File: src/design/oram_defs.svh
`ifndef ORAM_DEFS_SVH
`define ORAM_DEFS_SVH

// ========================================
// address and leaf widths
// ========================================
`define ORAMU          10
`define ORAML          8
`define TAGWIDTH       (`ORAMU - 2)
`define CMDWIDTH       2
`define FEDWIDTH       32

// position map layout
`define LEAFINBLOCK    4
`define LEAFIDXW       2
`define NUMVALIDBLOCK  1024
`define PMBLOCKS       (1 << `TAGWIDTH)

// PLB geometry
`define PLBWAYS        4
`define WAYIDXW        2

// backend command codes
`define CMDWRITE       2'd0
`define CMDREAD        2'd1
`define CMDREADRMV     2'd2
`define CMDAPPEND      2'd3

// leaf generator
`define LFSRSEED       16'hACE1
`define LFSRMASK       16'hB400

`endif

File: src/design/OramPkg.sv
`include "oram_defs.svh"

package OramPkg;

    // ========================================
    // shared vector types
    // ========================================

    // backend and network command code
    typedef logic [`CMDWIDTH-1:0] cmdT;

    // one extra bit so position-map blocks are addressable
    typedef logic [`ORAMU:0] addrT;

    typedef logic [`ORAML-1:0] leafT;

    // position-map block number as data address / 4
    typedef logic [`TAGWIDTH-1:0] tagT;

    typedef logic [`FEDWIDTH-1:0] dataT;

    // front-end FSM
    typedef enum logic [2:0] {
        Idle,
        Lookup,
        Evict,
        Fetch,
        Refill,
        Issue
    } ctrlStateT;

endpackage

File: src/design/PlbHitMerge.sv
`timescale 1ns/10ps
`include "oram_defs.svh"

module PlbHitMerge (
    input  logic                                Clock,
    input  logic                                rstN,
    input  logic [`PLBWAYS-1:0]                 WayHit,
    input  logic [`PLBWAYS-1:0]                 WayValid,
    input  OramPkg::tagT [`PLBWAYS-1:0]         WayTag,
    input  OramPkg::dataT [`PLBWAYS-1:0]        WayLeaves,
    input  logic                                RefillEn,
    output logic                                Hit,
    output OramPkg::dataT                       HitLeaves,
    output logic [`WAYIDXW-1:0]                 VictimWay,
    output logic                                VictimValid,
    output OramPkg::tagT                        VictimTag,
    output OramPkg::dataT                       VictimLeaves
);

    logic [`WAYIDXW-1:0] victimPtr;

    assign Hit = |WayHit;

    // at most one way hits, so an OR of masked blocks is enough
    always_comb begin
        HitLeaves = '0;
        for (int w = 0; w < `PLBWAYS; w++) begin
            if (WayHit[w]) begin
                HitLeaves = HitLeaves | WayLeaves[w];
            end
        end
    end

    // round robin with one step per refill
    always_ff @(posedge Clock) begin
        if (!rstN) begin
            victimPtr <= '0;
        end else if (RefillEn) begin
            victimPtr <= victimPtr + 1'b1;
        end
    end

    assign VictimWay    = victimPtr;
    assign VictimValid  = WayValid[victimPtr];
    assign VictimTag    = WayTag[victimPtr];
    assign VictimLeaves = WayLeaves[victimPtr];

endmodule

File: config.mk
export PLATFORM = sky130hd
export DESIGN_NAME = PlbHitMerge
export DESIGN_NICKNAME = d
export VERILOG_FILES = /design/src/design/OramPkg.sv /design/src/design/PlbHitMerge.sv
export VERILOG_INCLUDE_DIRS = /design/src /design/src/design
export SDC_FILE = /design/constraint.sdc
export NUM_CORES = 1
export LEC_CHECK = 0
export ABC_CLOCK_PERIOD_IN_PS = 2910
export BUFFER_PORTS_ARGS = -buffer_cell sky130_fd_sc_hd__buf_2
export CAP_MARGIN = 20
export CORE_AREA = 2 2 95 97
export DETAILED_ROUTE_END_ITERATION = 10
export DIE_AREA = 0 0 97 99
export GPL_TIMING_DRIVEN = 1
export PLACE_DENSITY = 0.64
export REMOVE_ABC_BUFFERS = 1
export SYNTH_ARGS = -nofsm -noshare
export SYNTH_HDL_FRONTEND = slang
export SYNTH_SLANG_ARGS = --single-unit
File: constraint.sdc
create_clock -name Clock -period 2.91 [get_ports Clock]
set_input_delay 0.582 -clock Clock [delete_from_list [all_inputs] [get_ports Clock]]
set_output_delay 0.582 -clock Clock [all_outputs]
set_load 0.03 [all_outputs]
; ---- Word-level counts from Yosys, hierarchy flattened
; Index checks and enable logic that the tools add are counted.
; Widths: inputs -> output; s select.
[totals]
register_bits = 2
in_bits = 171
out_inout_bits = 76
[classes]
n_addsub = 1
order_cmp = 1
muxes = 10
n_bitwise = 3
n_reduce_logical = 1
[op_table]
columns = op, n
row1 = $mux 32, 5
row2 = $or 32x32->32, 3
row3 = $bmux 32 s2, 1
row4 = $bmux 8 s2, 1
row5 = $mux 8, 1
row6 = $reduce_or 4->1, 1
row7 = $lt 2x3->1 const B, 1
row8 = $add 2x1->2 const B, 1
row9 = $bmux 1 s2, 1
row10 = $mux 1, 1

; ---- Longest topological paths before layout
; Gate-level depths: netlist (run 1).
[logic_depth]
ltp_word = 7
depth_mapped = 4
depth_no_buf = 2

; ---- Least setup slack after synthesis (run 1)
; Ideal clock, no wire load.
[synth_timing]
path_kind = reg2out
from = reg victimPtr[0], in the netlist VictimWay[0]
to = out VictimLeaves[24]
arrival_ns = 1.470
t_required_ns = 2.328
slack_ns = 0.858
stages_incl_launch_ff = 4
path_buffers = 2
cell_sequence = dfxtp_1 buf_6 buf_8 mux4_2
[synth_between]
elab_chain_cells = 2
[synth_rtl]
columns = element, line_no
row1 = from (decl), PlbHitMerge.sv:20  ; logic [`WAYIDXW-1:0] victimPtr;
row2 = from (signal assigned), PlbHitMerge.sv:39  ; victimPtr <= victimPtr + 1'b1;
row3 = $bmux 32 s2, PlbHitMerge.sv:46  ; assign VictimLeaves = WayLeaves[victimPtr];
row4 = $mux 32 (not written as such), PlbHitMerge.sv:46
row5 = to (decl), PlbHitMerge.sv:17  ; output OramPkg::dataT VictimLeaves
; No other way between the ends. The select of a mux whose other input is x is not followed.

; ---- Worst setup path after layout (run 1)
[layout_timing]
from = in WayHit[2]
to = out Hit
[layout_between]
elab_chain_cells = 1
[layout_rtl]
columns = element, line_no
row1 = from (decl), PlbHitMerge.sv:7  ; input logic [`PLBWAYS-1:0] WayHit,
row2 = $reduce_or 4->1, PlbHitMerge.sv:22  ; assign Hit = |WayHit;
row3 = to (decl), PlbHitMerge.sv:12  ; output logic Hit,
; No other way between the ends.

==> results.md, run 1 <==
- Synth Warn #: 0
- Hold-fix buffers, CTS: 0
- Max H-tree Level: 1
- Fin crit period: between 2000 and 2500 ps
- Mapped Cells: 171
- Max-slew headroom: a little over half
- Total gr overflow: 0
- CTS buffer count: 3
- Drc violations: 0
- DIE WIDTH: 97 um
- Register area: 42.54 um^2
- Hold Slack: 592.3 ps
- Number of fill cells: between 900 and 1000
- Worst-Margin Slew: between 700 and 800 ps
- Footprint of the multi-input gates: 0.001582 mm^2
- Synth area leaders: mux4_2 (48%), a22oi_1 (27%), nand2_1 (6.7%)
- Period utilization: approximately four fifths
- Initial DRC count: 89
- DP Area: around 0.0030 mm^2
- Routing usage on met1: 17.67%
- Via Count: 2667
- Top_reg_cell synth: dfxtp_1
- Busiest grt layer: met2
- Register area share after synthesis: 2.233%
- Pins over their slew limit: 0
- Gr usage total: 15.40%
- Ports: 247
- Hold path depth: 2
- Max-cap violations: 0
- Max FO, Critical Path: 33
- Final HPWL DP: 6469 um
- Max reg flops: 2
- Total Wirelength: 8107 um
- Worst Reg2Reg Path Length in Cells: 3
- Critical Path Start Type: input pin
- Starting Density: 20.97%
- Mean post-synth cell area: 10.49 um^2
- Final antenna-violating net count: 0
- Avg Vias per Cell: 5.281
- Post-synth top area share: approximately 48%
- Peak VDD IR: 0.2297 mV
- Final Setup Violations: 0
- TritonCTS clock tree: built
- Area added between synthesis and finish: 71.74%
- Most frequent cell after synthesis: a22oi_1
- Worst Hold Class: in2reg
- Post-synth top cells: a22oi_1 (64), mux4_2 (38), nand2_1 (32), clkbuf_1 (15), buf_2 (5)
- Global Route met3 Usage: 1.986%
- Clock skew: 0.7124 ps
- Layout cell share with drive strength beyond 1: 73.55%
- Placed Cells: 502
- Critical path arrival: 1700 ps
- Yosys cell types: 17
- Final instance area: 0.003079 mm^2
- Fraction of registers with async set/reset: 0%
- M2 GR Usage: 30.50%
- IO Port Bufs: 246
- Routed len/inst: 16.05 um
- Status: completed
- FF+latch count, synth: 2
- LEAKAGE: 0.001513 uW
- Die ar.: 0.009603 mm^2
- Routability congestion estimate: 0.7935
- Ant diodes: 0
- Core area: 0.008551 mm^2
- DR pass1 iterations: 4
- Post-route insts no fill: around 510
- CP Capture Type: primary output
- Row Count: 34
- CTS max path bufs: 2
- Dominant cell type by area after synthesis: mux4_2
- EDFF count, synth: 0
- Clk_lat worst skew: roughly 210 ps
- TNS Setup: 0 ps
- Post_cts resized: 0
- F_max: roughly 440 MHz
- Req. time, crit path: 2330 ps
- First-pass GRT wire length: 12590 um
- Area of the mapped netlist: 0.001793 mm^2
- Setup bufs post-CTS: 0
- RSZ-0062 raised after global routing: no
- Setup Crit Path Kind: in2out
- Vias in the first global route: approximately 2700
- Pwr dens: about 310 mW/mm^2
- Pin count of the biggest net entering global routing: 46
- Register clock-pin slew on the reported worst setup and hold paths: approximately 30 ps
- Final nets: 570
- Clock Sinks: 2
- Clk root buf: clkbuf_8
- Initial antenna violation count: 0
- DIE HEIGHT: a little under 100 um
- Hold Violations, Final: 0
[per-layer routing]
layer  vias to the layer above  wire length [um]
li1                       1203                 -
met1                      1278              2997
met2                       182              4339
met3                         4               747
met4                         0                23
met5                         -                 0
[layout make-up]
cell class | instances | share of cell area, %
multi-input cells | 143 | 51.36
repair buffers | 249 | 41.53
well taps | 108 | 4.388
flip-flops and latches | 2 | 1.382
clock buffers | 3 | 1.341
[where the power goes]
part	leakage, uW	switching [uW]	internal [uW]
Clock	0.0000216	21.4	87.4
Sequential	0.0000172	7.19	30.7
Combinational	0.00147	468	332
[final timing paths]
path,start,endpoint,slack [ps]
setup reg to reg,VictimWay[1],VictimWay[1],1630
hold / removal,rstN,VictimWay[1],590
setup / recovery,WayHit[2],Hit,630
hold reg to reg,VictimWay[0],VictimWay[0],850
[critical path: stages]
cell and delay (ps):
buf_2 330, or4_1 590, buf_2 190
[through the flow]
step,util [%],total power (uW),setup slack (ps)
5_1_grt,36.01,1006,561.4
6_report,36.01,946.3,631.4
3_5_place_dp,35.53,842.3,644.3
2_1_floorplan,-,535.2,-555.0
4_1_cts,36.01,956.8,621.6
3_3_place_gp,35.53,832.5,645.6
[cell families (layout without fill, tap and decap cells)]
| logic type | Yosys count | after routing | synth area share (%) |
|---|---|---|---|
| flip-flops | 2 | 2 | 2.233 |
| XOR/XNOR | 1 | 1 | 0.4886 |
| multiplexers | 41 | 41 | 52.13 |
| buffers and inverters | 26 | 252 | 9.560 |
| AND/OR/NAND/NOR | 35 | 35 | 7.956 |
| AO/OA/AOI/OAI | 66 | 66 | 27.63 |
[placed cells by master, fill, tap and decap left out, drive strengths merged, types with 2 or more instances in the layout]
cell type / synthesis / routed
a22oi: 64 / 64
buf: 11 / 249
clkbuf: 15 / 3
dfxtp: 2 / 2
mux4: 41 / 41
nand2: 32 / 32
Note: power is estimated with default switching activity, not from simulation.
==> run 2, diff against run 1 <==
--- a/config.mk
+++ b/config.mk
@@ -6,14 +6,14 @@
 export SDC_FILE = /design/constraint.sdc
 export NUM_CORES = 1
 export LEC_CHECK = 0
-export ABC_CLOCK_PERIOD_IN_PS = 2910
+export ABC_CLOCK_PERIOD_IN_PS = 2300
 export BUFFER_PORTS_ARGS = -buffer_cell sky130_fd_sc_hd__buf_2
 export CAP_MARGIN = 20
-export CORE_AREA = 2 2 95 97
+export CORE_AREA = 2 2 96 98
 export DETAILED_ROUTE_END_ITERATION = 10
-export DIE_AREA = 0 0 97 99
+export DIE_AREA = 0 0 98 100
 export GPL_TIMING_DRIVEN = 1
-export PLACE_DENSITY = 0.64
+export PLACE_DENSITY = 0.63
 export REMOVE_ABC_BUFFERS = 1
 export SYNTH_ARGS = -nofsm -noshare
 export SYNTH_HDL_FRONTEND = slang
==> constraint.sdc (replaced) <==
create_clock -name Clock -period 2.3 [get_ports Clock]
set_input_delay 0.46 -clock Clock [delete_from_list [all_inputs] [get_ports Clock]]
set_output_delay 0.46 -clock Clock [all_outputs]
set_load 0.03 [all_outputs]
==> results.md, run 2 (synthesis results as in run 1) <==
- Status: completed
- IO Port Bufs: 246
- Critical Path Max Stage Delay: about 500 ps
- First-pass GRT wire length: 12430 um
- F_max: 491.3 MHz
- Pwr dens: 389.1 mW/mm^2
- Max FO, Critical Path: 28
- DP Area: approximately 0.0031 mm^2
- Max-slew headroom: approximately 53%
- RSZ-0062 raised after global routing: no
- WP buf/inv: 3
- LEAKAGE: between 0.0015 and 0.002 uW
- Max H-tree Level: 1
- Gr usage total: between 10% and 20%
- Req. time, crit path: roughly 1800 ps
- Final Setup Violations: 0
- Final instance area: between 0.003 and 0.004 mm^2
- DIE HEIGHT: 100 um
- Peak VDD IR: 0.1423 mV
- CP Capture Type: primary output
- Worst-Margin Slew: 698.3 ps
- Total Wirelength: around 8600 um
- Starting Density: 20.17%
- Final HPWL DP: 7064 um
- CTS buffer count: 3
- Setup Crit Path Kind: in2out
- Hold Violations, Final: 0
- Worst Setup SP: WayHit[2]
- Clk root buf: clkbuf_8
- Initial antenna violation count: 0
- Clock Sinks: 2
- Max reg flops: 2
- Layout cell share with drive strength beyond 1: 73.88%
- Core area: 0.008890 mm^2
- Avg Vias per Cell: 5.238
- Placed Cells: 510
- Setup bufs post-CTS: 0
- Die ar.: 0.009800 mm^2
- Row Count: 35
- Commonest non-fill, non-tap cell in the layout: buf_2
- Crit-path leading delay family: buffers and inverters
- Drc violations: 0
- TritonCTS clock tree: built
- Area added between synthesis and finish: 74.74%
- Total gr overflow: 0
- Max-cap violations: 0
- Hold Crit Start: rstN
- Routability congestion estimate: 0.7658
- Final antenna-violating net count: 0
- Clock skew: around 1.4 ps
- Hold-fix buffers, CTS: 0
- Worst R2R Start: VictimWay[1]
- Most frequent cells in the layout: buf_2 (246), a22oi_1 (64), mux4_2 (38)
- CP dominant cell by count: buf_2
- Pins over their slew limit: 0
- DIE WIDTH: 98 um
- Ports: 247
- Pin count of the biggest net entering global routing: 34
- CP Cell Sequence: buf_2 > buf_4 > a22oi_1 > nand2_1 > buf_2
- Vias in the first global route: about 2600
- Period utilization: 88.50%
- Pwr Total: 1219 uW
- CTS max path bufs: 2
- Final nets: ~580
- Post-route insts no fill: between 500 and 600
- Final worst setup slack: 264.6 ps
- TNS Setup: 0 ps
- Critical path arrival: roughly 1600 ps
- Pre-CTS setup slack: roughly 290 ps
- Register clock-pin slew on the reported worst setup and hold paths: 30 ps
- Fin crit period: ~2000 ps
- Worst Hold Class: in2reg
- Post_cts resized: 0
- Ant diodes: 0
- Critical Path Start Type: input pin
- DR pass1 iterations: 4
- Setup slack, reg-to-reg: 1080 ps
- Via Count: 2687
- Number of fill cells: 932
- Routed len/inst: ~17 um
- Clk_lat worst skew: 210 ps
- Initial DRC count: 104
- Slowest-stage cell, CP: buf_2
## run 2: path summary, 6_finish.rpt
path / to / cells past startpoint
hold reg to reg: VictimWay[0] / 3
hold / removal: VictimWay[1] / 2
setup reg to reg: VictimWay[1] / 3
setup / recovery: HitLeaves[30] / 5
## run 2: layout make-up
cell class	count	area (um^2)	area share (%)
timing repair buffer	254	1329	42.41
sequential	2	42.54	1.358
tap	111	138.9	4.433
multi-input combinational	143	1582	50.48
clock buffer	3	41.29	1.318
## run 2: metrics by stage
stage | utilization, % | hold WS [ps]
after global routing | 35.24 | 480.8
after CTS | 35.24 | 463.8
final | 35.24 | 468.4
after floorplan | - | 577.5
after detailed placement | 34.78 | 678.0
after global placement | 34.78 | 677.5
## run 2: per-layer routing
| layer | track usage [%] | share of wire, % | up-vias |
|---|---|---|---|
| met4 | 3.846 | 0.85 | 0 |
| met5 | 0 | 0 | - |
| met2 | 28.98 | 53 | 177 |
| met1 | 19.03 | 37 | 1292 |
| met3 | 1.253 | 9.1 | 8 |
| li1 | - | - | 1210 |
## run 2: report_power, final
part | switching [uW] | internal [uW]
clock network | 27.3 | 111
logic | 602 | 432
registers | 8.82 | 38.9
