**src/design/oram_defs.svh**
```systemverilog
`ifndef ORAM_DEFS_SVH
`define ORAM_DEFS_SVH

// ========================================
// address and leaf widths
// ========================================
`define ORAMU          10
`define ORAML          8
`define TAGWIDTH       (`ORAMU - 2)
`define CMDWIDTH       2
`define FEDWIDTH       32

// position map layout
`define LEAFINBLOCK    4
`define LEAFIDXW       2
`define NUMVALIDBLOCK  1024
`define PMBLOCKS       (1 << `TAGWIDTH)

// PLB geometry
`define PLBWAYS        4
`define WAYIDXW        2

// backend command codes
`define CMDWRITE       2'd0
`define CMDREAD        2'd1
`define CMDREADRMV     2'd2
`define CMDAPPEND      2'd3

// leaf generator
`define LFSRSEED       16'hACE1
`define LFSRMASK       16'hB400

`endif

```
**src/design/OramPkg.sv**
```systemverilog
`include "oram_defs.svh"

package OramPkg;

    // ========================================
    // shared vector types
    // ========================================

    // backend and network command code
    typedef logic [`CMDWIDTH-1:0] cmdT;

    // one extra bit so position-map blocks are addressable
    typedef logic [`ORAMU:0] addrT;

    typedef logic [`ORAML-1:0] leafT;

    // position-map block number as data address / 4
    typedef logic [`TAGWIDTH-1:0] tagT;

    typedef logic [`FEDWIDTH-1:0] dataT;

    // front-end FSM
    typedef enum logic [2:0] {
        Idle,
        Lookup,
        Evict,
        Fetch,
        Refill,
        Issue
    } ctrlStateT;

endpackage

```
**src/design/UoRamDataPath.sv**
```systemverilog
`timescale 1ns/10ps
`include "oram_defs.svh"

module UoRamDataPath (
    input  logic           Clock,
    input  logic           rstN,
    input  logic           EvictStore,
    input  OramPkg::dataT  VictimLeaves,
    input  logic           DataReq,
    input  logic           IsWrite,
    input  logic           FetchPending,
    // network side
    input  logic           DataInValid,
    output logic           DataInReady,
    input  OramPkg::dataT  DataIn,
    output logic           ReturnDataValid,
    input  logic           ReturnDataReady,
    output OramPkg::dataT  ReturnData,
    // backend side
    output logic           StoreDataValid,
    input  logic           StoreDataReady,
    output OramPkg::dataT  StoreData,
    input  logic           LoadDataValid,
    output logic           LoadDataReady,
    input  OramPkg::dataT  LoadData,
    // to control
    output logic           RefillValid,
    output OramPkg::dataT  RefillData,
    output logic           Busy
);

    OramPkg::dataT storeReg;
    logic          storeValid;
    logic          waitWrite;
    logic          readPending;
    logic          dataInXfer;

    // a write beat waits until any eviction beat has left
    assign DataInReady = waitWrite && !storeValid;
    assign dataInXfer  = DataInValid && DataInReady;

    always_ff @(posedge Clock) begin
        if (!rstN) begin
            storeValid  <= 1'b0;
            waitWrite   <= 1'b0;
            readPending <= 1'b0;
        end else begin
            if (EvictStore || dataInXfer) begin
                storeValid <= 1'b1;
            end else if (StoreDataReady) begin
                storeValid <= 1'b0;
            end
            if (DataReq && IsWrite) begin
                waitWrite <= 1'b1;
            end else if (dataInXfer) begin
                waitWrite <= 1'b0;
            end
            if (DataReq && !IsWrite) begin
                readPending <= 1'b1;
            end else if (ReturnDataValid && ReturnDataReady) begin
                readPending <= 1'b0;
            end
        end
    end

    always_ff @(posedge Clock) begin
        if (EvictStore) begin
            storeReg <= VictimLeaves;
        end else if (dataInXfer) begin
            storeReg <= DataIn;
        end
    end

    assign StoreDataValid = storeValid;
    assign StoreData      = storeReg;

    // ========================================
    // load steering
    // ========================================
    // position-map beats go to the PLB, which always takes them
    assign RefillValid     = FetchPending && LoadDataValid;
    assign RefillData      = LoadData;
    assign ReturnDataValid = readPending && !FetchPending && LoadDataValid;
    assign ReturnData      = LoadData;
    assign LoadDataReady   = FetchPending || (readPending && ReturnDataReady);

    assign Busy = storeValid || waitWrite || readPending;

endmodule

```
**config.mk**
```make
export PLATFORM = sky130hd
export DESIGN_NAME = UoRamDataPath
export DESIGN_NICKNAME = d
export VERILOG_FILES = /design/src/design/OramPkg.sv /design/src/design/UoRamDataPath.sv
export VERILOG_INCLUDE_DIRS = /design/src /design/src/design
export SDC_FILE = /design/constraint.sdc
export NUM_CORES = 1
export LEC_CHECK = 0
export BUFFER_PORTS_ARGS = -buffer_cell sky130_fd_sc_hd__buf_2
export CAP_MARGIN = 0
export CELL_PAD_IN_SITES_DETAIL_PLACEMENT = 0
export CELL_PAD_IN_SITES_GLOBAL_PLACEMENT = 1
export CORE_MARGIN = 3
export CORE_UTILIZATION = 28
export DETAILED_ROUTE_END_ITERATION = 6
export PLACE_DENSITY_LB_ADDON = 0.1
export SYNTH_ARGS = -nofsm -noshare
export SYNTH_HDL_FRONTEND = slang
export SYNTH_SLANG_ARGS = --single-unit
```
**constraint.sdc**
```tcl
create_clock -name Clock -period 2.9 [get_ports Clock]
set_input_delay 0.145 -clock Clock [delete_from_list [all_inputs] [get_ports Clock]]
set_output_delay 0.145 -clock Clock [all_outputs]
set_load 0.1 [all_outputs]
```
== Yosys cells after proc, flatten, opt, wreduce, memory -nomap -nowiden ==
Index checks and enable logic that the tools add are counted.
Widths: inputs -> output; s select.

* Reductions and logical operators: 20
* Multiplexer cells: 8

{| class="wikitable"
|+ Operators by type and width
! cell !! count
|-
| $mux 32 || 2
|-
| $logic_and 1x1->1 || 9
|-
| $reduce_bool 2->1 || 4
|-
| $mux 1 || 6
|-
| $logic_or 1x1->1 || 4
|-
| $logic_not 1->1 || 3
|}

* Logic and storage cells: 32
* Register bits after elaboration: 35
* Output and inout bits: 102
* Bits of input ports: 106

== Longest topological paths before layout ==
Gate-level depths: netlist (run 1).

* Depth in word-level cells: 6
* Mapped depth: 3
* Gate-level depth less buffers: 3

== Least setup slack after synthesis (run 1) ==
No wires, ideal clock.

* Kind: flip-flop to flip-flop
* Start: reg storeValid (netlist: StoreDataValid)
* End: reg storeReg[0] (netlist: StoreData[0]), enable pin
* Setup slack: -0.560 ns
* Setup time: 0.388 ns
* Clock period less this slack: 3.460 ns
* Arrival: 3.073 ns
* Path buffers: 0
* Stages on the path, launching flop included: 3
* Data required time: 2.512 ns
* Cell sequence: dfxtp_1 > nor2b_1 > a21o_1

* Word-level cells in the longest chain between the ends: 4

{| class="wikitable"
|+ RTL lines
! what !! RTL line !! RTL
|-
| start: declaration || UoRamDataPath.sv:33 || <nowiki>logic storeValid;</nowiki>
|-
| start signal: assignment || UoRamDataPath.sv:44 || <nowiki>storeValid <= 1'b0;</nowiki>
|-
| start signal: assignment || UoRamDataPath.sv:49 || <nowiki>storeValid <= 1'b1;</nowiki>
|-
| start signal: assignment || UoRamDataPath.sv:51 || <nowiki>storeValid <= 1'b0;</nowiki>
|-
| $logic_not 1->1 || UoRamDataPath.sv:39 || <nowiki>assign DataInReady = waitWrite && !storeValid;</nowiki>
|-
| $logic_and 1x1->1 || UoRamDataPath.sv:39 ||
|-
| net DataInReady || UoRamDataPath.sv:14 || <nowiki>output logic DataInReady,</nowiki>
|-
| $logic_and 1x1->1 || UoRamDataPath.sv:40 || <nowiki>assign dataInXfer = DataInValid && DataInReady;</nowiki>
|-
| $reduce_bool 2->1 (no line) || -- ||
|-
| end signal: assignment || UoRamDataPath.sv:68 || <nowiki>storeReg <= VictimLeaves;</nowiki>
|-
| end signal: assignment || UoRamDataPath.sv:70 || <nowiki>storeReg <= DataIn;</nowiki>
|-
| end: declaration || UoRamDataPath.sv:32 || <nowiki>OramPkg::dataT storeReg;</nowiki>
|}

The timed path passes the listed nets, and every way through them passes these cells.
A chain may end at the register's enable or synchronous reset.

== Final worst setup path (run 1) ==
* Start: reg readPending
* End: out Busy

* Word-level cells in the longest chain between the ends: 1

{| class="wikitable"
|+ RTL lines
! what !! RTL line !! RTL
|-
| start: declaration || UoRamDataPath.sv:35 || <nowiki>logic readPending;</nowiki>
|-
| start signal: assignment || UoRamDataPath.sv:46 || <nowiki>readPending <= 1'b0;</nowiki>
|-
| start signal: assignment || UoRamDataPath.sv:59 || <nowiki>readPending <= 1'b1;</nowiki>
|-
| start signal: assignment || UoRamDataPath.sv:61 || <nowiki>readPending <= 1'b0;</nowiki>
|-
| $logic_or 1x1->1 || UoRamDataPath.sv:87 || <nowiki>assign Busy = storeValid || waitWrite || readPending;</nowiki>
|-
| end: declaration || UoRamDataPath.sv:29 || <nowiki>output logic Busy</nowiki>
|}

No other way between the ends.

==> qor.yml, run 1 <==
sta:
  fmax_mhz: 691
  finalSetupTns_ps: 0
  setup_viol: 0
  rsz0062_at_grt: "false"
  fin_crit_ps: 1450
  slew_headroom_pct: 57.6
  clock-skew-final_ps: 6.74
  final_hold_viol_count: 0
  slew_viol_final: 0
  finalCritPeriodShare_pct: 49.9
  tightest_slew_ps: 635
route:
  num_vias: 1227
  first_pass_iters: 3
  final_antenna_net_count: 0
  via_per_inst: 4.04
  routed_wl_mm: 5.29
  remaining_drc_errors: 0
  routedWlPerCell_um: 17.4
  drtIter0Drc: 12
floorplanning:
  dieArea_um2: 8740
  die_h_um: 93.5
  initial_core_util_pct: 29.2
  io-pin-count: 208
  die_w_um: 93.5
  coreArea_um2: 7330
  core.rowCount: 31
cells_and_area:
  drive_gt1_share_pct: 74.6
  area_growth_pct: 11.8
  layout_commonest_cell: "buf_2"
  insertedDiodeCount: 0
  final_cell_mix: "buf_2 (111), edfxtp_1 (32), mux2_4 (28), clkbuf_8 (5), mux2_2 (4)"
  fin_nets: 310
  fin_cells: 304
setup_path:
  critical_path_class: "flip-flop to output port"
  worstPathRequired_ps: 2760
  crit_fanout: 4
  crit_path_start_kind: "flip-flop"
  crit_arrival_ps: 1300
  crit_path_end_kind: "output port"
clock_tree:
  cts-htree-levels: 2
  cts_num_sinks: 35
  clock_path_buffers: 2
  clk_pin_slew_ps: 70
  clock-root-buffer: "clkbuf_8"
  insertion_delay_ps: 280
  cts-buffers-inserted: 5
  cts_hold_buf: 0
  cts_tree: "built"
  cts_setup_buffers: 0
  cts.repair.resized: 0
yosys:
  yosysWarnings: 0
  synth_nets: 258
  synth_area_um2: 2140
  muxShareOfSynthArea_pct: 21.7
  synth_xor_area_share_pct: 0
  ys_types: 19
  synthSimpleGateAreaFrac_pct: 2.39
  synth_seq_cells: 35
  syn-mean-instance-area_um2: 14.1
  synth-compound-area-share_pct: 2.34
  yosysSeqAreaShare_pct: 47.6
  synth_fa_ha_area_share_pct: 0
  synth_top_family_by_area: "buffers and inverters"
  syn_inst: 152
pwr:
  p_leak_nw: 1.14
  power.density_nw_per_um2: 625
  peakVddDrop_mv: 0.245
global_routing:
  grt_max_degree: 33
  grt_pass1_wl_mm: 7.67
  overflow: 0
  grt_pass1_vias: 1332
  grt.total_usage_pct: 11.7
  antenna_found_initial: 0
status:
  status: "finished clean"
placement:
  io_buffers: 111
  gp_congestion: 0.713
  place_inst: 296
min_path:
  worstHoldPathType: "input port to flip-flop"
flow_run:
  max-cap-violations: 0
[synth_stat cells (all sizes together)]
library cell,count,area [um^2]
and3b,1,8.76
o21a,1,7.51
dfxtp,3,60.1
buf,68,552
edfxtp,32,961
inv,1,3.75
nor2b,3,18.8
or3,1,6.26
mux2,32,465
a21boi,1,7.51
o21ai,1,5.00
a21o,2,15.0
a21oi,3,15.0
and2,1,6.26
nand3b,1,7.51
nand2,1,3.75
[power breakdown]
part           switching (mW)  internal [mW]  total, mW  leakage [nW]
logic                   0.352          0.117      0.469         0.749
registers              0.0120          0.597      0.609         0.340
clock network           0.169          0.251      0.420        0.0556
total                   0.533          0.965       1.50          1.14
[routing by layer]
| layer | up-vias | part of all wire (%) | track usage, % |
|---|---|---|---|
| li1 | 566 | - | - |
| met1 | 555 | 30 | 10.8 |
| met2 | 88 | 56 | 21.8 |
| met3 | 18 | 12 | 5.87 |
| met4 | 0 | 2.0 | 4.52 |
| met5 | - | 0 | 0 |
[cell type report]
cell class	instances	area, um^2
clock buffer	5	68.8
clock inverter	3	38.8
fill	733	4930
inverter	1	3.75
multi-input combinational	48	569
sequential	35	1020
tap	99	124
timing repair buffer	113	571
[stage by stage]
stage                     power (mW)  area [um^2]  hold slack, ps  worst slack [ps]  util (%)
after floorplan                 1.42         2150             263              13.3         -
after global placement          1.09         2290             291              1280      31.2
after detailed placement        1.09         2290             291              1250      31.2
after CTS                       1.52         2400             109              1410      32.7
after global routing            1.56         2400             115              1360      32.7
final                           1.50         2400             117              1450      32.7
[final timing paths]
| kind | slack (ps) | start | endpoint | cells after the start |
|---|---|---|---|---|
| hold / removal | 120 | rstN | StoreDataValid | 2 |
| setup reg to reg | 1520 | waitWrite | StoreData[19] | 3 |
| setup / recovery | 1450 | readPending | Busy | 2 |
| hold reg to reg | 520 | waitWrite | waitWrite | 2 |
[cell families after synthesis]
logic type,Yosys count
buffers and inverters,69
AO/OA/AOI/OAI,8
multiplexers,32
flip-flops,35
AND/OR/NAND/NOR,8
[sequential cells by signal, indices dropped and copies added, names as in the netlist]
signal,count
waitWrite,1
readPending,1
StoreData,32
StoreDataValid,1
[critical path, cell delays in order (launching register included)]
cell,delay (ps)
dfxtp_1,340
or3_1,380
buf_2,300
No activity file was read; power rests on OpenSTA's default activity.
==> run 2, diff against run 1 <==
--- a/config.mk
+++ b/config.mk
@@ -11,7 +11,7 @@
 export CELL_PAD_IN_SITES_DETAIL_PLACEMENT = 0
 export CELL_PAD_IN_SITES_GLOBAL_PLACEMENT = 1
 export CORE_MARGIN = 3
-export CORE_UTILIZATION = 28
+export CORE_UTILIZATION = 26
 export DETAILED_ROUTE_END_ITERATION = 6
 export PLACE_DENSITY_LB_ADDON = 0.1
 export SYNTH_ARGS = -nofsm -noshare
==> constraint.sdc (replaced) <==
create_clock -name Clock -period 1.5 [get_ports Clock]
set_input_delay 0.075 -clock Clock [delete_from_list [all_inputs] [get_ports Clock]]
set_output_delay 0.075 -clock Clock [all_outputs]
set_load 0.1 [all_outputs]
==> run 2 against run 1 <==
  * Non-clock buffer count unchanged
  * Sequential cell count unchanged
  * Total power up 96%
  * First-iteration DRC count up 67%
  * Final cell count up 0.99%
  * Count of clock-buffer cells in the layout unchanged
  * Utilization down 1.7 points
  * Critical endpoint unchanged
  * Largest cell class unchanged
==> qor.yml, run 2 (synthesis gave the netlist of run 1 again) <==
status:
  status: "finished clean"
global_routing:
  grt_pass1_vias: 1342
  antenna_found_initial: 0
  grt.total_usage_pct: 10.8
  grt_pass1_wl_mm: 8.00
  grt_max_degree: 33
  overflow: 0
setup_path:
  crit_path_start_kind: "flip-flop"
  r2r_setup_slack_ps: 230
  critical_path_class: "flip-flop to output port"
  crit_arrival_ps: 1270
  crit_fanout: 4
  crit_path_end_kind: "output port"
  worstPathRequired_ps: 1420
sta:
  holdWs_ps: 24.0
  rsz0062_at_grt: "false"
  fmax_mhz: 742
  setup_viol: 0
  fin_crit_ps: 1350
  tightest_slew_ps: 504
  finalCritPeriodShare_pct: 89.8
  clock-skew-final_ps: 8.83
  slew_viol_final: 0
  final_hold_viol_count: 0
  slew_headroom_pct: 66.6
route:
  routed_wl_mm: 5.13
  drtIter0Drc: 20
  final_antenna_net_count: 0
  routedWlPerCell_um: 16.7
  remaining_drc_errors: 0
  num_vias: 1210
  via_per_inst: 3.94
  first_pass_iters: 4
floorplanning:
  coreArea_um2: 7850
  core.rowCount: 32
  dieArea_um2: 9370
  io-pin-count: 208
  die_h_um: 96.8
  initial_core_util_pct: 27.3
  die_w_um: 96.8
cells_and_area:
  finish.utilization_pct: 31.0
  layout.area.seq_um2: 1020
  layout_commonest_cell: "buf_2"
  area_growth_pct: 13.5
  multi_input_area_um2: 582
  finalInstanceArea_um2: 2430
  drive_gt1_share_pct: 76.1
  fin_nets: 310
  fillCellCount: 832
  largest_reg_flops: 32
  fin_cells: 307
  insertedDiodeCount: 0
  final_cell_mix: "buf_2 (111), edfxtp_1 (32), mux2_4 (28), clkbuf_8 (5), mux2_2 (4)"
pwr:
  peakVddDrop_mv: 0.433
  p_leak_nw: 1.15
  p_total_mw: 2.94
  power.density_nw_per_um2: 1210
placement:
  io_buffers: 111
  gp_congestion: 0.733
  dpl_cell_area_um2: 2320
  place_inst: 299
clock_tree:
  insertion_delay_ps: 290
  clock-root-buffer: "clkbuf_8"
  cts_num_sinks: 35
  clock_path_buffers: 2
  cts_setup_buffers: 0
  clk_pin_slew_ps: 70
  cts_tree: "built"
  cts-htree-levels: 2
  cts-buffers-inserted: 5
  cts_hold_buf: 0
  cts.repair.resized: 0
min_path:
  worstHoldPathType: "input port to flip-flop"
flow_run:
  max-cap-violations: 0
-- run 2: changes by cell type in the layout (fill, tap and decap cells not counted) --
| cell | previous run | this run |
|---|---|---|
| buf_12 | 0 | 1 |
| dfxtp_1 | 3 | 2 |
| a21o_1 | 2 | 1 |
| nor2b_4 | 0 | 1 |
| dfxtp_4 | 0 | 1 |
| clkinv_1 | 1 | 0 |
| buf_4 | 2 | 1 |
| a21o_4 | 0 | 1 |
| clkinv_4 | 0 | 1 |
| nor2b_2 | 1 | 0 |
-- run 2: layer usage --
layer	wire, um	share of wire [%]	up-vias	global-route usage (%)
met3	652	13	41	5.62
met1	1750	34	524	10.7
met4	231	4.5	0	6.80
met2	2490	49	77	17.8
li1	-	-	568	-
met5	0	0	-	0
-- run 2: metrics by stage --
step | setup slack, ps | TNS (ps)
4_1_cts | 133 | 0
2_1_floorplan | -238 | -7610
3_3_place_gp | 239 | 0
6_report | 153 | 0
5_1_grt | 107 | 0
3_5_place_dp | 208 | 0
-- run 2: worst paths after layout --
check | depth (start not counted) | start | endpoint
max reg2reg | 2 | waitWrite | StoreData[20]
max | 2 | readPending | Busy
min | 2 | rstN | StoreDataValid
min reg2reg | 2 | waitWrite | waitWrite
-- run 2: final cells by class --
| cell class | count | share of cell area (%) |
|---|---|---|
| clock buffers | 5 | 2.83 |
| multi-input cells | 48 | 23.9 |
| flip-flops and latches | 35 | 42.1 |
| well taps | 102 | 5.24 |
| repair buffers | 113 | 24.0 |
| inverters | 1 | 0.154 |
| clock inverters | 3 | 1.80 |
-- run 2: power breakdown --
| part | internal [mW] | switching, mW |
|---|---|---|
| clock | 0.495 | 0.355 |
| sequential | 1.15 | 0.0219 |
| combinational | 0.232 | 0.683 |
| total | 1.88 | 1.06 |
-- run 2: worst max-delay path, cell delays in order (launching register included) --
cell and delay [ps]:
dfxtp_1 330, or3_1 360, buf_2 300
