`src/design/oram_defs.svh`:
```
`ifndef ORAM_DEFS_SVH
`define ORAM_DEFS_SVH

// ========================================
// address and leaf widths
// ========================================
`define ORAMU          10
`define ORAML          8
`define TAGWIDTH       (`ORAMU - 2)
`define CMDWIDTH       2
`define FEDWIDTH       32

// position map layout
`define LEAFINBLOCK    4
`define LEAFIDXW       2
`define NUMVALIDBLOCK  1024
`define PMBLOCKS       (1 << `TAGWIDTH)

// PLB geometry
`define PLBWAYS        4
`define WAYIDXW        2

// backend command codes
`define CMDWRITE       2'd0
`define CMDREAD        2'd1
`define CMDREADRMV     2'd2
`define CMDAPPEND      2'd3

// leaf generator
`define LFSRSEED       16'hACE1
`define LFSRMASK       16'hB400

`endif

```
`src/design/OramPkg.sv`:
```
`include "oram_defs.svh"

package OramPkg;

    // ========================================
    // shared vector types
    // ========================================

    // backend and network command code
    typedef logic [`CMDWIDTH-1:0] cmdT;

    // one extra bit so position-map blocks are addressable
    typedef logic [`ORAMU:0] addrT;

    typedef logic [`ORAML-1:0] leafT;

    // position-map block number as data address / 4
    typedef logic [`TAGWIDTH-1:0] tagT;

    typedef logic [`FEDWIDTH-1:0] dataT;

    // front-end FSM
    typedef enum logic [2:0] {
        Idle,
        Lookup,
        Evict,
        Fetch,
        Refill,
        Issue
    } ctrlStateT;

endpackage

```
`src/design/PlbWay.sv`:
```
`timescale 1ns/10ps
`include "oram_defs.svh"

module PlbWay #(
    parameter int WayIdx = 0
) (
    input  logic                  Clock,
    input  logic                  rstN,
    input  OramPkg::tagT          LookupTag,
    input  logic                  LeafWrEn,
    input  logic [`LEAFIDXW-1:0]  LeafIdx,
    input  OramPkg::leafT         LeafVal,
    input  logic                  RefillEn,
    input  logic [`WAYIDXW-1:0]   RefillWay,
    input  OramPkg::tagT          RefillTag,
    input  OramPkg::dataT         RefillLeaves,
    output logic                  WayHit,
    output logic                  WayValid,
    output OramPkg::tagT          WayTag,
    output OramPkg::dataT         WayLeaves
);

    logic          valid;
    OramPkg::tagT  tag;
    OramPkg::dataT leaves;
    logic          refillHere;

    assign refillHere = RefillEn && (RefillWay == `WAYIDXW'(WayIdx));

    // tag compare against the broadcast lookup
    assign WayHit    = valid && (tag == LookupTag);
    assign WayValid  = valid;
    assign WayTag    = tag;
    assign WayLeaves = leaves;

    always_ff @(posedge Clock) begin
        if (!rstN) begin
            valid <= 1'b0;
        end else if (refillHere) begin
            valid <= 1'b1;
        end
    end

    // refill takes the whole block and a leaf write only touches a hit way
    always_ff @(posedge Clock) begin
        if (refillHere) begin
            tag    <= RefillTag;
            leaves <= RefillLeaves;
        end else if (LeafWrEn && WayHit) begin
            leaves[LeafIdx*`ORAML +: `ORAML] <= LeafVal;
        end
    end

endmodule

```
`config.mk`:
```
export PLATFORM = sky130hd
export DESIGN_NAME = PlbWay
export DESIGN_NICKNAME = d
export VERILOG_FILES = /design/src/design/OramPkg.sv /design/src/design/PlbWay.sv
export VERILOG_INCLUDE_DIRS = /design/src /design/src/design
export SDC_FILE = /design/constraint.sdc
export NUM_CORES = 1
export LEC_CHECK = 0
export BUFFER_PORTS_ARGS = -buffer_cell sky130_fd_sc_hd__buf_4
export CORE_MARGIN = 1
export CORE_UTILIZATION = 35
export CTS_CLUSTER_SIZE = 16
export DETAILED_ROUTE_END_ITERATION = 12
export HOLD_SLACK_MARGIN = 0.03
export PLACE_DENSITY = 0.66
export SYNTH_ARGS = -nofsm -noshare
export SYNTH_HDL_FRONTEND = slang
export SYNTH_SLANG_ARGS = --single-unit
```
`constraint.sdc`:
```
create_clock -name Clock -period 4.4 [get_ports Clock]
set_input_delay 0.88 -clock Clock [delete_from_list [all_inputs] [get_ports Clock]]
set_output_delay 0.88 -clock Clock [all_outputs]
set_load 0.01 [all_outputs]
```
Word level (Yosys, flattened, before mapping) --
Index checks and enable logic that the tools add are counted.
Storage, ports and cells: word-level logic and storage cells 15, output and inout bits 42, input bits 64, register bits after elaboration 41
Operators by class: equality and inequality tests 1, shifts and indexed selects 2, mux-type cells 3, add/subtract/negate cells 1, reductions and logical operators 5
Operators by type and width (count):
- $mux 32 | 2
- $neg 5->34 | 1
- $shift 8x34->32 const A | 1
- $shiftx 8x34->32 | 1
- $bwmux 32 | 1
- $eq 8x8->1 | 1
- $logic_and 1x1->1 | 3
- $logic_not 2->1 | 1
- $reduce_bool 2->1 | 1

Logic depth before layout (Yosys ltp) --
Gate-level depths: netlist (run 1).
depth after elaboration 5, depth in mapped cells 5, mapped depth without buffers 5

Least setup slack after synthesis (run 1) --
OpenSTA, ideal clock, no wires.
path kind input to output, start input port LookupTag[5], end output port WayHit, buffers on the path 0, setup slack 1901 ps, stages on the path 3, data arrival time 1619 ps, required time 3520 ps, cells stage by stage xnor2_1 nand4_1 nor4_1
On the way: cells in the longest elaborated chain, start to end 2
RTL lines:
- from (decl) | line PlbWay.sv:9 | input OramPkg::tagT LookupTag,
- $eq 8x8->1 | line PlbWay.sv:31 | assign WayHit = valid && (tag == LookupTag);
- $logic_and 1x1->1 | line PlbWay.sv:31
- to (decl) | line PlbWay.sv:17 | output logic WayHit,
Every way passes these cells.

Worst setup path after layout (run 1) --
start input port LookupTag[3], end output port WayHit
Same word-level chain as after synthesis.

==> flow_summary.toml, run 1 <==
[outcome]
status = "finished, final reports clean"

[synthesis]
syn_nets = 181
async_flop_share = 0
dominantRegCellSynth = "edfxtp_1"
synth-edff-count = 40
yosysWarnings = 0
post_synth_num_cell_types = 20
yosysMostFrequentCell = "edfxtp_1"
yosys-top-cells-area = "edfxtp_1 (65%), a22o_1 (15%), ha_1 (3.4%)"
syn_inst = 112
synth_top_area_frac = 0.646
synth-seq-cells = 41
ys_seq_area_frac = 0.657
synth.top_cells.by_count = "edfxtp_1 (40), a22o_1 (32), xnor2_1 (6), ha_1 (5), a21o_1 (4)"
netlist_area_sq_um = 1860
yosysTopAreaCell = "edfxtp_1"
synth.avg_cell_area_sq_um = 16.6

[timing]
fmax_mhz = 373
fin_crit_ns = 2.68
finalMaxSlewViolations = 0
hold_violations = 0
fin_tns_setup_ns = 0
finClkSkew_ns = 0.00467
slew_headroom = 0.347
grt_setup_unrepaired = "false"
worst_pin_slew_ns = 0.978
setup_viol = 0
period_share = 0.609
holdWs_ns = 0.510

[place]
hpwl_um = 3920
io_buffers = 105
gp_congestion = 0.728

[floorplanning]
initial_core_util = 0.364
die_h_um = 74.9
coreArea_sq_um = 5110
io_pins = 106
fp.dieW_um = 74.9
dieArea_sq_um = 5610
row_count = 26

[setup_path]
r2r-end = "WayLeaves[7]"
ff2ff_setup_slack_ns = 2.43
required_ns = 3.52
endpoint_kind = "output pin"
worstRegToRegCells = 4
cp-start-kind = "primary input"
critPathMaxFanout = 2
path_class = "in -> out"
r2r_start = "WayTag[3]"
worstPathArrival_ns = 1.80

[global_routing]
grtUsageTotal = 0.170
overflow = 0
antenna_found_initial = 0
grt_pass1_vias = 1331
grt_pass1_wl_um = 6800
grt_start_max_net_pins = 20

[clock_tree]
cts_tree = "done"
clk_latency_ns = 0.28
cts_hold_buf = 0
cts_setup_buffers = 0
numCtsBuffers = 5
ctsResizeCount = 0
root_buffer = "clkbuf_8"
cts_buffer_depth = 2
cts_sinks = 41
clkTransAtPathRegs_ns = 0.07
cts_max_level = 2

[power]
ir_worst_vdd_mv = 0.123
p_per_area_nw_per_um2 = 328
p_leak_nw = 1.15

[route]
wl_per_cell_um = 16.5
via_count = 1414
drtPass1Iterations = 4
ant_nets = 0
drc_errors = 0
wl_um = 4840
viasPerCell = 4.83
drt-initial-drc-count = 74

[cells_and_area]
n_antenna_cell = 0
fin_util = 0.557
layout-drive-gt1-share = 0.543
syn2layout_area_growth_pct = 52.9
fill_cells = 453
seq_area_sq_um = 1220
nets = 291
multi_input_area_sq_um = 586

[hold_path]
min-delay-start = "WayValid"
min_path_type = "reg -> reg"
hold-path-cell-count = 1
min_to = "WayValid"

[flow_run]
cap_violations = 0
==> metrics by stage <==
stage / total power, mW / worst slack (ns) / cell area [sq um] / cells
after global routing: 0.965 / 1.66 / 2840 / 293
after floorplan: 0.509 / 1.90 / 1860 / 112
after global placement: 0.591 / 1.80 / 2710 / 285
final: 0.931 / 1.72 / 2840 / 293
after CTS: 0.937 / 1.72 / 2840 / 293
after detailed placement: 0.593 / 1.72 / 2710 / 285
==> final cells by class <==
cell class / instances / share of cell area
Clock buffer: 5 / 0.0242
Clock inverter: 3 / 0.0229
Inverter: 3 / 0.00396
Multi-Input combinational cell: 64 / 0.206
Sequential cell: 41 / 0.430
Tap cell: 70 / 0.0308
Timing Repair Buffer: 107 / 0.283
==> where the power goes <==
group	total, mW	internal [mW]	switching [mW]
clock	0.347	0.225	0.122
combinational	0.130	0.0740	0.0560
sequential	0.454	0.447	0.00691
total	0.931	0.746	0.185
==> critical path: stages <==
cell and delay, ns:
buf_4 0.11, xnor2_1 0.15, nand4_1 0.16, nor4_1 0.32
buf_4 0.17
==> layer usage <==
layer | global-route usage | wire length [um]
met5 | 0 | 0
met4 | 0.0377 | 27
met3 | 0.0348 | 279
met2 | 0.306 | 2560
met1 | 0.209 | 1970
==> worst max path at each step <==
| stage | start | slack [ns] | cells past startpoint | to |
|---|---|---|---|---|
| 3_5_place_dp | LookupTag[3] | 1.72 | 5 | WayHit |
| 3_3_place_gp | LookupTag[3] | 1.80 | 5 | WayHit |
| 5_1_grt | LookupTag[3] | 1.66 | 5 | WayHit |
| 4_1_cts | LookupTag[3] | 1.72 | 5 | WayHit |
| 2_1_floorplan | LookupTag[5] | 1.90 | 3 | WayHit |
| 6_report | LookupTag[3] | 1.72 | 5 | WayHit |
==> logic make-up after synthesis <==
kind of cell               Yosys count  share of synthesized area
DFF                                 41                      0.657
AOI/OAI and AO/OA                   37                      0.171
and+or+nand+nor                     14                     0.0727
xor gates and xnor gates             8                     0.0377
buffers and inverters                7                     0.0283
adders and majority gates            5                     0.0336
==> layout by cell type (no fill, tap or decap), types with 2 or more instances in the layout <==
cell type and instances:
buf_4 107, edfxtp_1 40, a22o_1 32, xnor2_1 6, ha_1 5, clkbuf_8 5, a21o_1 4, nand3_1 3
inv_1 3, xor2_1 2, nand2_1 2, nor4_4 2, nor3_2 2, bufinv_16 2
==> state kept, by name (all words and copies together) (netlist names) <==
signal and count:
WayTag 8, WayValid 1, WayLeaves 32
Power figures use the tool's default switching activity.
==> inputs of run 2 (changes only) <==
--- a/config.mk
+++ b/config.mk
@@ -12,7 +12,7 @@
 export CTS_CLUSTER_SIZE = 16
 export DETAILED_ROUTE_END_ITERATION = 12
 export HOLD_SLACK_MARGIN = 0.03
-export PLACE_DENSITY = 0.66
+export PLACE_DENSITY = 0.69
 export SYNTH_ARGS = -nofsm -noshare
 export SYNTH_HDL_FRONTEND = slang
 export SYNTH_SLANG_ARGS = --single-unit
==> constraint.sdc (replaced) <==
create_clock -name Clock -period 2.3 [get_ports Clock]
set_input_delay 0.46 -clock Clock [delete_from_list [all_inputs] [get_ports Clock]]
set_output_delay 0.46 -clock Clock [all_outputs]
set_load 0.01 [all_outputs]
==> flow_summary.toml, run 2 (same netlist as run 1, synthesis figures left out) <==
[outcome]
status = "finished, final reports clean"

[clock_tree]
cts_tree = "done"
clkTransAtPathRegs_ns = 0.08
ctsResizeCount = 0
clk_latency_ns = 0.29
cts_hold_buf = 0
cts_max_level = 2
cts_buffer_depth = 2
numCtsBuffers = 5
cts_setup_buffers = 0
root_buffer = "clkbuf_8"
cts_sinks = 41

[place]
io_buffers = 105
gp_congestion = 0.794
dp_slack_ns = 0.195
hpwl_um = 3650

[global_routing]
grtUsageTotal = 0.166
grt_start_max_net_pins = 50
grt_pass1_wl_um = 6590
grt_pass1_vias = 1344
antenna_found_initial = 0
overflow = 0

[setup_path]
endpoint_kind = "output pin"
required_ns = 1.84
critPathMaxFanout = 2
worstPathArrival_ns = 1.51
path_class = "reg -> out"
cp-start-kind = "register"

[power]
ir_worst_vdd_mv = 0.325
clock_power_share = 0.336
p_leak_nw = 1.14
p_seq_frac = 0.516
p_sw_frac = 0.213
p_per_area_nw_per_um2 = 594
power_switching_mw = 0.358
p_int_mw = 1.32
combinationalPowerShare = 0.148

[route]
drc_errors = 0
wl_um = 4660
drtPass1Iterations = 4
wl_per_cell_um = 15.9
via_count = 1418
ant_nets = 0
drt-initial-drc-count = 89
viasPerCell = 4.86

[timing]
period_share = 0.856
finClkSkew_ns = 0.00727
worst_pin_slew_ns = 0.522
grt_setup_unrepaired = "false"
fin_crit_ns = 1.97
hold_violations = 0
finalMaxSlewViolations = 0
slew_headroom = 0.650
fmax_mhz = 508
setup_viol = 0
fin_tns_setup_ns = 0
setup_slack_ns = 0.331

[cells_and_area]
most-common-layout-cells = "buf_4 (105), edfxtp_1 (40), a22o_1 (32)"
n_antenna_cell = 0
syn2layout_area_growth_pct = 52.2
layout-drive-gt1-share = 0.541
largest_reg_flops = 32
layout_commonest_cell = "buf_4"
nets = 290
fin_util = 0.554

[floorplanning]
row_count = 26
initial_core_util = 0.364
die_h_um = 74.9
coreArea_sq_um = 5110
fp.dieW_um = 74.9
io_pins = 106
dieArea_sq_um = 5610

[hold_path]
min_path_type = "in -> reg"

[flow_run]
cap_violations = 0
[run 2: power groups by stage]
stage | sequential [mW] | combinational, mW | clock, mW
2_1_floorplan | 0.901 | 0.0733 | 0
3_3_place_gp | 0.884 | 0.248 | 0
3_5_place_dp | 0.885 | 0.249 | 0
4_1_cts | 0.868 | 0.250 | 0.572
5_1_grt | 0.871 | 0.266 | 0.606
6_report | 0.868 | 0.249 | 0.564
[run 2: path summary, 6_finish.rpt]
check	cells after the start	endpoint	start	slack, ns
worst max register to register	4	WayLeaves[14]	WayTag[4]	0.38
worst max-delay path	4	WayHit	WayTag[4]	0.33
worst min-delay path	1	WayTag[7]	RefillTag[7]	0.34
worst min register to register	1	WayValid	WayValid	0.54
[run 2: metrics by stage]
step	power [mW]	cell area [sq um]	instances	hold WS [ns]
3_3_place_gp	1.13	2710	284	0.504
6_report	1.68	2830	292	0.345
2_1_floorplan	0.974	1860	112	0.529
3_5_place_dp	1.13	2710	284	0.515
5_1_grt	1.74	2830	292	0.331
4_1_cts	1.69	2830	292	0.338
[run 2: worst max-delay path, cell delays in order, from the launching register on]
cell and delay, ns:
edfxtp_1 0.41, xnor2_1 0.17, nand4_1 0.16, nor4_1 0.31
buf_4 0.17
[run 2: metal layers]
| layer | part of all wire | up-vias | global-route usage | wire length (um) |
|---|---|---|---|---|
| met1 | 0.38 | 667 | 0.196 | 1770 |
| met4 | 0.025 | 0 | 0.0818 | 115 |
| met2 | 0.52 | 70 | 0.286 | 2410 |
| met3 | 0.076 | 8 | 0.0388 | 353 |
| li1 | - | 673 | - | - |
| met5 | 0 | - | 0 | 0 |
[run 2: cell type report]
class,instances,area [sq um]
Timing Repair Buffer,106,808
Inverter,3,11.3
Tap cell,70,87.6
Clock buffer,5,68.8
Fill cell,428,2280
Multi-Input combinational cell,64,586
Sequential cell,41,1220
Clock inverter,3,46.3
==> inputs of run 3 (changes only) <==
--- a/config.mk
+++ b/config.mk
@@ -7,6 +7,7 @@
 export NUM_CORES = 1
 export LEC_CHECK = 0
 export BUFFER_PORTS_ARGS = -buffer_cell sky130_fd_sc_hd__buf_4
+export CORE_ASPECT_RATIO = 1.25
 export CORE_MARGIN = 1
 export CORE_UTILIZATION = 35
 export CTS_CLUSTER_SIZE = 16
==> flow_summary.toml, run 3 (same netlist as run 1, synthesis figures left out) <==
[timing]
holdWs_ns = 0.341
worst_pin_slew_ns = 0.520
hold_violations = 0
fin_tns_setup_ns = 0
fin_crit_ns = 1.96
grt_setup_unrepaired = "false"
finClkSkew_ns = 0.00449
setup_slack_ns = 0.342
setup_viol = 0
finalMaxSlewViolations = 0
fmax_mhz = 511
period_share = 0.851
slew_headroom = 0.652

[cells_and_area]
nets = 292
largest_reg_flops = 32
layout_commonest_cell = "buf_4"
seq_area_sq_um = 1220
final_cells = 286
most-common-layout-cells = "buf_4 (107), edfxtp_1 (40), a22o_1 (32)"
n_antenna_cell = 0
fill_cells = 451
layout-drive-gt1-share = 0.545
syn2layout_area_growth_pct = 50.9
fin_util = 0.552
multi_input_area_sq_um = 586

[setup_path]
critPathMaxFanout = 2
cp_cell_sequence = "xnor2_1 > nand4_1 > nor4_1 > buf_4"
crit_start = "WayTag[5]"
required_ns = 1.84
worstPathArrival_ns = 1.50
cp_slowest_stage_delay_ns = 0.41
crit_buf_inv = 1
ff2ff_setup_slack_ns = 0.48
r2r_start = "WayTag[5]"
cpLargestDelayFamily = "simple AND/OR/NAND/NOR gates"
path_class = "reg -> out"
cp_slowest_cell = "edfxtp_1"
endpoint_kind = "output pin"
cp-start-kind = "register"

[clock_tree]
cts_buffer_depth = 2
cts_setup_buffers = 0
cts_tree = "done"
cts_sinks = 41
clk_latency_ns = 0.29
cts_hold_buf = 0
ctsResizeCount = 0
numCtsBuffers = 5
cts_max_level = 2
root_buffer = "clkbuf_8"
clkTransAtPathRegs_ns = 0.08

[power]
p_per_area_nw_per_um2 = 560
p_sw_frac = 0.232
p_leak_nw = 1.14
combinationalPowerShare = 0.159
ir_worst_vdd_mv = 0.245
p_int_mw = 1.21
p_seq_frac = 0.553
power_switching_mw = 0.364
clock_power_share = 0.289

[global_routing]
grt_start_max_net_pins = 50
grtUsageTotal = 0.174
grt_pass1_wl_um = 7100
antenna_found_initial = 0
overflow = 0
grt_pass1_vias = 1348

[route]
wl_um = 4810
wl_per_cell_um = 16.8
via_count = 1460
drtPass1Iterations = 4
drc_errors = 0
ant_nets = 0
viasPerCell = 5.10
drt-initial-drc-count = 89

[place]
io_buffers = 105
dp_slack_ns = 0.292
gp_congestion = 0.768
place_inst = 278
hpwl_um = 3660

[floorplanning]
die_h_um = 83.5
dieArea_sq_um = 5610
coreArea_sq_um = 5080
row_count = 29
io_pins = 106
fp.dieW_um = 67.2
initial_core_util = 0.366

[hold_path]
min-delay-start = "RefillTag[3]"
min_path_type = "in -> reg"

[flow_run]
cap_violations = 0

[outcome]
status = "finished, final reports clean"
## run 3: cell count changes in the layout (fill, tap and decap cells not counted), sizes merged
cell	before	now
bufinv	1	0
clkinv	1	2
buf	106	108
## run 3: stage by stage
stage               total power [mW]  cell area [sq um]
finish                          1.57               2810
detailed placement              1.14               2720
global route                    1.62               2810
CTS                             1.58               2810
floorplan                      0.974               1860
global placement                1.13               2720
## run 3: per-layer routing
| metal | part of all wire | vias up | GRT usage |
|---|---|---|---|
| met1 | 0.39 | 701 | 0.215 |
| met4 | 0.021 | 0 | 0.0754 |
| met2 | 0.52 | 73 | 0.288 |
| met3 | 0.072 | 8 | 0.0328 |
| li1 | - | 678 | - |
| met5 | 0 | - | 0 |
## run 3: worst paths after layout
| check | to | cells after the start |
|---|---|---|
| min | WayTag[3] | 1 |
| min reg2reg | WayValid | 1 |
| max reg2reg | WayLeaves[5] | 5 |
| max | WayHit | 4 |
## run 3: cell type report
| cell class | instances | share of cell area |
|---|---|---|
| flip-flops and latches | 41 | 0.435 |
| multi-input cells | 64 | 0.209 |
| inverters | 3 | 0.00401 |
| repair buffers | 108 | 0.293 |
| clock buffers | 5 | 0.0245 |
| clock inverters | 3 | 0.00624 |
| well taps | 62 | 0.0277 |
## run 3: power by group through the flow
stage	clock network (mW)	registers (mW)	logic [mW]
after CTS	0.466	0.868	0.250
after detailed placement	0	0.885	0.250
after global routing	0.486	0.871	0.266
after global placement	0	0.885	0.247
after floorplan	0	0.901	0.0733
final	0.454	0.868	0.249
## run 3: worst reg2reg max path: stages, from the launching register on
cell and delay (ns):
edfxtp_1 0.41, xnor2_1 0.17, nand4_1 0.15, nor4b_2 0.27, buf_4 0.17, a21o_1 0.32
